## src/include/hyper_tx_config.svh

```systemverilog
// size macros of the HyperBus transmit path for FIFO depth, length, word and beat widths

`ifndef HYPER_TX_CONFIG_SVH
`define HYPER_TX_CONFIG_SVH

// entries in the uDMA source FIFO
`define HYPER_TX_FIFO_DEPTH 4

// width of the byte-length count of one transfer
`define HYPER_TX_LEN_W 16

// uDMA word width
`define HYPER_TX_DATA_W 32

// PHY beat width with the upper half zero in the 16-bit modes
`define HYPER_TX_PHY_W 32

`endif
```

## src/design/hyper_tx_pkg.sv

```systemverilog
// types of the transmit path for memory type, transfer configuration and PHY beat

`default_nettype none

`include "hyper_tx_config.svh"

package hyper_tx_pkg;

  // memory type encoded as in the controller's mem_sel field
  typedef enum logic [1:0] {
    HYPERRAM   = 2'b00,
    HYPERFLASH = 2'b01,
    // the last two exchange the bytes of each 16-bit half
    PSRAM_X16  = 2'b10,
    // one 32-bit beat per uDMA word
    OCTAL_X32  = 2'b11
  } mem_type_e;

  // configuration of one transfer that the host holds stable until done
  typedef struct packed {
    mem_type_e                   mem_type;
    // register space instead of memory space
    logic                        reg_space;
    // wrapped burst when set and linear otherwise
    logic                        wrap_burst;
    // start address is odd
    logic                        odd_start;
    logic [15:0]                 reg_value;
    // byte count of the transfer
    logic [`HYPER_TX_LEN_W-1:0]  length;
  } tx_cfg_t;

  // one beat toward the PHY
  typedef struct packed {
    logic [`HYPER_TX_PHY_W-1:0]  data;
    logic                        last;
  } phy_beat_t;

endpackage

`default_nettype wire

```

## src/design/hyper_tx_buffer.sv

```systemverilog
// transmit buffer with odd-address rotation, byte swap, 16/32-bit beat split and register-data mux

`timescale 1ns/1ps
`default_nettype none

`include "hyper_tx_config.svh"

module hyper_tx_buffer (
  input  logic                          clk_i,
  input  logic                          rst_ni,
  input  hyper_tx_pkg::tx_cfg_t         cfg_i,
  input  logic                          src_valid_i,
  output logic                          src_ready_o,
  input  logic [`HYPER_TX_DATA_W-1:0]   src_data_i,
  input  logic                          last_word_i,
  input  logic                          dst_ready_i,
  output logic                          dst_valid_o,
  output hyper_tx_pkg::phy_beat_t       dst_beat_o,
  output logic                          word_taken_o
);

  // word stage
  logic [`HYPER_TX_DATA_W-1:0]  word_q;
  logic                         word_valid_q;
  logic                         word_last_q;
  // low sends the lower half next and high the upper half
  logic                         half_q;
  // top byte of the previous word that enters at the bottom on odd starts
  logic [7:0]                   carry_q;

  // beat stage
  hyper_tx_pkg::phy_beat_t      beat_q;
  logic                         beat_valid_q;

  logic                         mode32;
  logic                         swap_en;
  logic                         use_reg;
  logic                         single_half;
  logic                         word_done;
  logic                         out_free;
  logic                         take;
  logic                         emit;
  logic                         consume;
  logic [`HYPER_TX_DATA_W-1:0]  rot_word;
  logic [`HYPER_TX_DATA_W-1:0]  swap_word;
  logic [15:0]                  half_data;
  logic [`HYPER_TX_PHY_W-1:0]   beat_data;
  logic                         beat_last;

  //////////////////////////////////////////////////////////////////////
  // mode decode
  //////////////////////////////////////////////////////////////////////

  assign mode32  = (cfg_i.mem_type == hyper_tx_pkg::OCTAL_X32);
  assign swap_en = (cfg_i.mem_type == hyper_tx_pkg::PSRAM_X16) || mode32;
  // register writes and linear HyperFlash bursts send the register value
  assign use_reg = cfg_i.reg_space ||
                   ((cfg_i.mem_type == hyper_tx_pkg::HYPERFLASH) && !cfg_i.wrap_burst);

  // a tail of 1 or 2 bytes fits the lower half and skips the upper beat
  assign single_half = word_last_q && !mode32 &&
                       ((cfg_i.length[1:0] == 2'd1) || (cfg_i.length[1:0] == 2'd2));

  assign word_done = mode32 || half_q || single_half;

  //////////////////////////////////////////////////////////////////////
  // handshakes
  //////////////////////////////////////////////////////////////////////

  // beat register empties or drains this cycle
  assign out_free = !beat_valid_q || dst_ready_i;
  assign emit     = word_valid_q && out_free;
  assign consume  = emit && word_done;

  // in 16-bit modes the next word is accepted only with the upper half
  assign src_ready_o  = !word_valid_q || consume;
  assign take         = src_valid_i && src_ready_o;
  assign word_taken_o = take;

  // shift up one byte on odd starts
  assign rot_word = cfg_i.odd_start ? {src_data_i[`HYPER_TX_DATA_W-9:0], carry_q} : src_data_i;

  always_ff @(posedge clk_i or negedge rst_ni)
  begin
    if (!rst_ni)
    begin
      word_valid_q <= 1'b0;
      word_last_q  <= 1'b0;
      half_q       <= 1'b0;
      carry_q      <= '0;
    end
    else
    begin
      if (take)
      begin
        word_valid_q <= 1'b1;
        word_last_q  <= last_word_i;
        // zero enters the first word of the next transfer
        carry_q      <= last_word_i ? 8'h00 : src_data_i[`HYPER_TX_DATA_W-1 -: 8];
      end
      else if (consume)
      begin
        word_valid_q <= 1'b0;
      end
      if (emit)
      begin
        half_q <= !word_done;
      end
    end
  end

  always_ff @(posedge clk_i)
  begin
    if (take)
    begin
      word_q <= rot_word;
    end
  end

  //////////////////////////////////////////////////////////////////////
  // beat formatting toward the PHY
  //////////////////////////////////////////////////////////////////////

  assign swap_word = swap_en ? {word_q[23:16], word_q[31:24], word_q[7:0], word_q[15:8]}
                             : word_q;
  assign half_data = half_q ? swap_word[31:16] : swap_word[15:0];

  always_comb
  begin
    if (use_reg)
    begin
      beat_data = {{(`HYPER_TX_PHY_W-16){1'b0}}, cfg_i.reg_value};
    end
    else if (mode32)
    begin
      beat_data = swap_word;
    end
    else
    begin
      beat_data = {{(`HYPER_TX_PHY_W-16){1'b0}}, half_data};
    end
  end

  assign beat_last = word_last_q && word_done;

  // stalls hold the beat so nothing is dropped
  always_ff @(posedge clk_i or negedge rst_ni)
  begin
    if (!rst_ni)
    begin
      beat_valid_q <= 1'b0;
    end
    else if (out_free)
    begin
      beat_valid_q <= emit;
    end
  end

  always_ff @(posedge clk_i)
  begin
    if (emit)
    begin
      beat_q.data <= beat_data;
      beat_q.last <= beat_last;
    end
  end

  assign dst_valid_o = beat_valid_q;
  assign dst_beat_o  = beat_q;

  // an offered beat stays put until the PHY takes it
  a_dst_hold: assert property (@(posedge clk_i) disable iff (!rst_ni)
    dst_valid_o && !dst_ready_i |=> dst_valid_o && $stable(dst_beat_o));

endmodule

`default_nettype wire

```

## src/design/hyper_tx_burst_ctrl.sv

```systemverilog
// burst controller with byte-length load, remaining-byte countdown, last-word flag and done pulse

`timescale 1ns/1ps
`default_nettype none

`include "hyper_tx_config.svh"

module hyper_tx_burst_ctrl (
  input  logic                         clk_i,
  input  logic                         rst_ni,
  input  logic                         start_i,
  input  hyper_tx_pkg::tx_cfg_t        cfg_i,
  input  logic                         word_taken_i,
  input  logic                         beat_done_i,
  output logic [`HYPER_TX_LEN_W-1:0]   remaining_o,
  output logic                         last_word_o,
  output logic                         busy_o,
  output logic                         done_o
);

  // bytes carried by one uDMA word
  localparam logic [`HYPER_TX_LEN_W-1:0] WORD_BYTES = `HYPER_TX_LEN_W'(`HYPER_TX_DATA_W / 8);

  logic [`HYPER_TX_LEN_W-1:0]  remaining_q;
  logic                        busy_q;
  logic                        done_q;

  assign remaining_o = remaining_q;
  assign busy_o      = busy_q;
  assign done_o      = done_q;

  // the word now at the head holds the tail of the transfer
  assign last_word_o = busy_q && (remaining_q != '0) && (remaining_q <= WORD_BYTES);

  //////////////////////////////////////////////////////////////////////
  // transfer state
  //////////////////////////////////////////////////////////////////////

  always_ff @(posedge clk_i or negedge rst_ni)
  begin
    if (!rst_ni)
    begin
      remaining_q <= '0;
      busy_q      <= 1'b0;
      done_q      <= 1'b0;
    end
    else
    begin
      // single-cycle pulse
      done_q <= 1'b0;
      if (start_i)
      begin
        remaining_q <= cfg_i.length;
        busy_q      <= 1'b1;
      end
      else if (busy_q)
      begin
        if (word_taken_i)
        begin
          // a short tail word empties the count
          if (remaining_q > WORD_BYTES)
          begin
            remaining_q <= remaining_q - WORD_BYTES;
          end
          else
          begin
            remaining_q <= '0;
          end
        end
        // the final beat closes the transfer
        if (beat_done_i)
        begin
          busy_q <= 1'b0;
          done_q <= 1'b1;
        end
      end
    end
  end

  // a new transfer waits for the previous one to finish
  a_start_idle: assert property (@(posedge clk_i) disable iff (!rst_ni)
    start_i |-> !busy_o);

  // the buffer marks the final beat only after every word has left the FIFO
  a_last_after_words: assert property (@(posedge clk_i) disable iff (!rst_ni)
    beat_done_i |-> (remaining_q == '0));

endmodule

`default_nettype wire

```

## src/design/hyper_tx_fifo.sv

```systemverilog
// synchronous circular-buffer FIFO with a type-parameterized payload

`timescale 1ns/1ps
`default_nettype none

module hyper_tx_fifo #(
  parameter type payload_t = logic [31:0],
  parameter int  DEPTH     = 4
) (
  input  logic      clk_i,
  input  logic      rst_ni,
  input  logic      push_valid_i,
  output logic      push_ready_o,
  input  payload_t  push_data_i,
  output logic      pop_valid_o,
  input  logic      pop_ready_i,
  output payload_t  pop_data_o
);

  localparam int PTR_W = (DEPTH > 1) ? $clog2(DEPTH) : 1;
  localparam int CNT_W = $clog2(DEPTH + 1);

  payload_t              mem_q [DEPTH];
  logic [PTR_W-1:0]      wr_ptr_q;
  logic [PTR_W-1:0]      rd_ptr_q;
  logic [CNT_W-1:0]      count_q;
  logic                  push_fire;
  logic                  pop_fire;

  assign push_ready_o = (count_q != CNT_W'(DEPTH));
  assign pop_valid_o  = (count_q != '0);
  assign pop_data_o   = mem_q[rd_ptr_q];

  assign push_fire = push_valid_i && push_ready_o;
  assign pop_fire  = pop_valid_o && pop_ready_i;

  // storage
  always_ff @(posedge clk_i)
  begin
    if (push_fire)
    begin
      mem_q[wr_ptr_q] <= push_data_i;
    end
  end

  // pointers wrap at DEPTH which need not be a power of two
  always_ff @(posedge clk_i or negedge rst_ni)
  begin
    if (!rst_ni)
    begin
      wr_ptr_q <= '0;
      rd_ptr_q <= '0;
      count_q  <= '0;
    end
    else
    begin
      if (push_fire)
      begin
        wr_ptr_q <= (wr_ptr_q == PTR_W'(DEPTH - 1)) ? '0 : wr_ptr_q + 1'b1;
      end
      if (pop_fire)
      begin
        rd_ptr_q <= (rd_ptr_q == PTR_W'(DEPTH - 1)) ? '0 : rd_ptr_q + 1'b1;
      end
      if (push_fire && !pop_fire)
      begin
        count_q <= count_q + 1'b1;
      end
      else if (pop_fire && !push_fire)
      begin
        count_q <= count_q - 1'b1;
      end
    end
  end

  // a full FIFO has its write pointer wrapped exactly onto the read pointer
  a_no_overflow: assert property (@(posedge clk_i) disable iff (!rst_ni)
    (count_q == CNT_W'(DEPTH)) |-> (wr_ptr_q == rd_ptr_q));

  // the read pointer trails the write pointer by the fill count and never passes it
  a_no_underflow: assert property (@(posedge clk_i) disable iff (!rst_ni)
    (int'(count_q) % DEPTH) == ((int'(wr_ptr_q) + DEPTH - int'(rd_ptr_q)) % DEPTH));

endmodule

`default_nettype wire

```

## src/design/hyper_tx_top.sv

```systemverilog
// transmit path top with uDMA source FIFO, burst controller and PHY transmit buffer

`timescale 1ns/1ps
`default_nettype none

`include "hyper_tx_config.svh"

module hyper_tx_top (
  input  logic                          clk_i,
  input  logic                          rst_ni,
  input  logic                          udma_valid_i,
  output logic                          udma_ready_o,
  input  logic [`HYPER_TX_DATA_W-1:0]   udma_data_i,
  input  logic                          start_i,
  input  hyper_tx_pkg::tx_cfg_t         cfg_i,
  output logic                          phy_valid_o,
  input  logic                          phy_ready_i,
  output hyper_tx_pkg::phy_beat_t       phy_beat_o,
  output logic                          busy_o,
  output logic                          done_o
);

  logic                          accept;
  logic                          fifo_push_ready;
  logic                          fifo_valid;
  logic                          fifo_ready;
  logic [`HYPER_TX_DATA_W-1:0]   fifo_data;
  logic [`HYPER_TX_LEN_W-1:0]    remaining;
  logic                          last_word;
  logic                          word_taken;
  logic                          beat_done;

  // uDMA words are taken only while a transfer still has bytes to fetch
  assign accept       = busy_o && (remaining != '0);
  assign udma_ready_o = fifo_push_ready && accept;

  assign beat_done = phy_valid_o && phy_ready_i && phy_beat_o.last;

  hyper_tx_fifo #(
    .payload_t  (logic [`HYPER_TX_DATA_W-1:0]),
    .DEPTH      (`HYPER_TX_FIFO_DEPTH)
  ) u_fifo (
    .clk_i        (clk_i),
    .rst_ni       (rst_ni),
    .push_valid_i (udma_valid_i && accept),
    .push_ready_o (fifo_push_ready),
    .push_data_i  (udma_data_i),
    .pop_valid_o  (fifo_valid),
    .pop_ready_i  (fifo_ready),
    .pop_data_o   (fifo_data)
  );

  hyper_tx_burst_ctrl u_burst_ctrl (
    .clk_i        (clk_i),
    .rst_ni       (rst_ni),
    .start_i      (start_i),
    .cfg_i        (cfg_i),
    .word_taken_i (word_taken),
    .beat_done_i  (beat_done),
    .remaining_o  (remaining),
    .last_word_o  (last_word),
    .busy_o       (busy_o),
    .done_o       (done_o)
  );

  hyper_tx_buffer u_buffer (
    .clk_i        (clk_i),
    .rst_ni       (rst_ni),
    .cfg_i        (cfg_i),
    .src_valid_i  (fifo_valid),
    .src_ready_o  (fifo_ready),
    .src_data_i   (fifo_data),
    .last_word_i  (last_word),
    .dst_ready_i  (phy_ready_i),
    .dst_valid_o  (phy_valid_o),
    .dst_beat_o   (phy_beat_o),
    .word_taken_o (word_taken)
  );

  // PHY beats only exist inside a transfer
  a_beat_in_burst: assert property (@(posedge clk_i) disable iff (!rst_ni)
    phy_valid_o |-> busy_o);

endmodule

`default_nettype wire

```

## config.mk

```make
export PLATFORM = sky130hd
export DESIGN_NAME = hyper_tx_top
export DESIGN_NICKNAME = d
export VERILOG_FILES = /design/src/design/hyper_tx_pkg.sv /design/src/design/hyper_tx_buffer.sv /design/src/design/hyper_tx_burst_ctrl.sv /design/src/design/hyper_tx_fifo.sv /design/src/design/hyper_tx_top.sv
export VERILOG_INCLUDE_DIRS = /design/src /design/src/include
export SDC_FILE = /design/constraint.sdc
export NUM_CORES = 1
export LEC_CHECK = 0
export ABC_CLOCK_PERIOD_IN_PS = 4950
export BUFFER_PORTS_ARGS = -buffer_cell sky130_fd_sc_hd__buf_2
export CORE_ASPECT_RATIO = 0.5
export CORE_MARGIN = 5
export CORE_UTILIZATION = 29
export DETAILED_ROUTE_END_ITERATION = 10
export HOLD_SLACK_MARGIN = 0.1
export PLACE_DENSITY = 0.44
export SLEW_MARGIN = 5
export SYNTH_ARGS = -nofsm -noshare
export SYNTH_HDL_FRONTEND = slang
export SYNTH_HIERARCHICAL = 1
export SYNTH_SLANG_ARGS = --single-unit
```

## constraint.sdc

```tcl
create_clock -name clk_i -period 4.95 [get_ports clk_i]
set_input_delay 0.99 -clock clk_i [delete_from_list [all_inputs] [get_ports clk_i]]
set_output_delay 0.99 -clock clk_i [all_outputs]
set_load 0.005 [all_outputs]
```

==> flow_summary.json <==
{
  "peakVddDrop_uv": 262.4,
  "grt_pass1_vias": 5545,
  "rsz0062_at_grt": "false",
  "synth_seq_cells": 230,
  "utilization_pct": 34.89,
  "grt_max_degree": 44,
  "initial_core_util_pct": 29.64,
  "die_w_um": 270.9,
  "power.density_nw_per_um2": 565.5,
  "finalCritPeriodShare_pct": 60.65,
  "vias": 5291,
  "ys_top_cells_by_area": "edfxtp_1 59%, dfrtp_1 9.4%, mux4_2 7.3%",
  "rr_endpoint": "u_fifo/count_q[1]",
  "post-place-ws_ps": 1416,
  "yosys-top-cells-count": "193 x edfxtp_1, 44 x mux2_2, 37 x dfrtp_1",
  "yosys_warnings": 6,
  "avgSynthCellArea_sq_um": 16.95,
  "design.core.area_sq_um": 33280,
  "postRouteAntennaNets": 0,
  "yosysMostFrequentCell": "edfxtp_1",
  "port_buffers": 110,
  "layout-drive-gt1-share_pct": 34.41,
  "maxCapViolations": 0,
  "tightest_slew_ps": 1135,
  "relSlewSlack_pct": 24.33,
  "numCtsBuffers": 25,
  "die_h_um": 140.4,
  "wl_per_cell_um": 19.73,
  "fin_setup_tns_ps": 0,
  "drt_iter0_markers": 318,
  "critPathArrivalTime_ps": 3410,
  "yosys.cell_types.count": 55,
  "drv_slew": 0,
  "skew_ps": 22.79,
  "synth-edff-count": 193,
  "r2r_cells": 8,
  "wirelength_um": 22690,
  "cts_hold_buf": 0,
  "timing.rr.start": "u_buffer/half_q",
  "ctsHtreeMaxLevel": 1,
  "clock_sinks": 230,
  "p_leak_nw": 4.233,
  "area_growth_pct": 17.69,
  "via_per_inst": 4.601,
  "ios": 111,
  "cts_tree": "done",
  "holdWs_ps": 481.5,
  "synthArstFlopShare_pct": 16.09,
  "setup_violations": 0,
  "gp_congestion": 0.7477,
  "crit_path_end_kind": "flop",
  "syn_nets": 665,
  "status": "finished clean",
  "firstDrtPassIters": 4,
  "clock_path_buffers": 3,
  "clk_pin_slew_ps": 60,
  "placed_area_sq_um": 10820,
  "yosysTopAreaCellShare_pct": 58.74,
  "n_antenna_cell": 0,
  "row_count": 47,
  "worst_setup_path_start_kind": "flop",
  "drc": 0,
  "syn-cell-area_sq_um": 9867,
  "synth-main-ff-cell": "edfxtp_1",
  "netlist_instances": 582,
  "final_cell_area_sq_um": 11610,
  "grtUsageTotal_pct": 11.71,
  "nets": 773,
  "post-cts-setup-buffers": 0,
  "crit_required_ps": 5360,
  "hold_viol": 0,
  "dp_hpwl_um": 15050,
  "fin_ws_ps": 1948,
  "rrSetupSlack_ps": 1950,
  "max_freq_mhz": 333.1,
  "min_period_ps": 3002,
  "hold_class": "flop to flop",
  "synth_area_leader_cell": "edfxtp_1",
  "die_area_sq_um": 38040,
  "crit_path_start": "u_buffer/half_q",
  "path_class": "flop to flop",
  "cp_max_fo": 35,
  "clock-root-buffer": "clkbuf_16",
  "yosysSeqAreaShare_pct": 68.12,
  "grt_pass1_wl_um": 34600,
  "overflow": 0,
  "clock_latency_ps": 550,
  "timing.critical_path.to": "u_fifo/count_q[1]",
  "antenna_found_initial": 0,
  "cts_resized": 0
}
==> how the worst min path moves through the flow <==
stage	startpoint	end	slack, ps	cells past startpoint
2_1_floorplan	u_fifo/count_q[2]	u_fifo/count_q[2]	450	1
3_3_place_gp	u_fifo/count_q[2]	u_fifo/count_q[2]	470	1
3_5_place_dp	u_fifo/count_q[2]	u_fifo/count_q[2]	480	1
4_1_cts	u_fifo/count_q[2]	u_fifo/count_q[2]	490	1
5_1_grt	u_fifo/count_q[2]	u_fifo/count_q[2]	530	1
6_report	u_fifo/count_q[2]	u_fifo/count_q[2]	480	1
==> power breakdown <==
| part | internal [mW] | switching, mW |
|---|---|---|
| combinational | 0.838 | 0.889 |
| clock | 1.02 | 0.771 |
| sequential | 2.71 | 0.339 |
| total | 4.57 | 2.00 |
==> layer usage <==
layer	share of wire [%]	GRT usage (%)
met1	49	17.23
met2	45	17.78
met3	4.6	2.854
met4	1.5	2.208
met5	0	0
==> metrics by stage <==
| stage | power, mW | std cells |
|---|---|---|
| after floorplan | 4.230 | 582 |
| final | 6.567 | 1150 |
| after global routing | 6.950 | 1150 |
| after detailed placement | 4.858 | 1104 |
| after global placement | 4.846 | 1104 |
| after CTS | 6.692 | 1150 |
==> state kept, by name, summed over array words and instances (netlist names) <==
name / count
u_buffer/word_last_q: 1
u_fifo/count_q: 3
u_buffer/word_q: 32
u_buffer/half_q: 1
u_burst_ctrl/busy_o: 1
u_fifo/wr_ptr_q: 2
u_burst_ctrl/remaining_o: 16
u_fifo/rd_ptr_q: 2
u_buffer/dst_beat_o: 33
u_buffer/carry_q: 8
u_buffer/dst_valid_o: 1
u_fifo/mem_q: 128
u_burst_ctrl/done_o: 1
u_buffer/word_valid_q: 1
==> logic make-up after synthesis <==
| family | share of synthesized area [%] |
|---|---|
| flip-flops | 68.12 |
| AND/OR/NAND/NOR | 6.835 |
| multiplexers | 14.25 |
| AO/OA/AOI/OAI | 6.353 |
| buffers and inverters | 2.156 |
| XOR/XNOR | 1.065 |
| adder cells (fa/ha/maj) | 1.217 |
==> layout by cell type, fill, tap and decap left out, types with 10 or more instances in the layout <==
cell type and count:
inv_1 10, and2_1 16, mux2i_1 16, nor2b_1 25
mux2_2 44, mux4_2 32, a21o_1 17, edfxtp_1 193
clkbuf_16 25, buf_2 110, dfrtp_1 35, a211oi_1 34
nand2_1 12
==> final cells by class <==
class                      count  area, sq um
inverter                      11        41.29
sequential                   230         6724
fill                        3165        21670
tap                          441        551.8
multi-input combinational    310         2940
timing repair buffer         112        565.5
clock inverter                13        113.9
clock buffer                  33        675.6
==> worst max-delay path: stages, from the launching register on <==
cell and delay, ps:
dfrtp_1 1000, a21oi_1 250, a21boi_1 230, o21ai_0 260, nand2_1 170, ha_1 240
inv_1 70, fa_1 410, mux2_2 260
(Power assumes the default switching activity.)
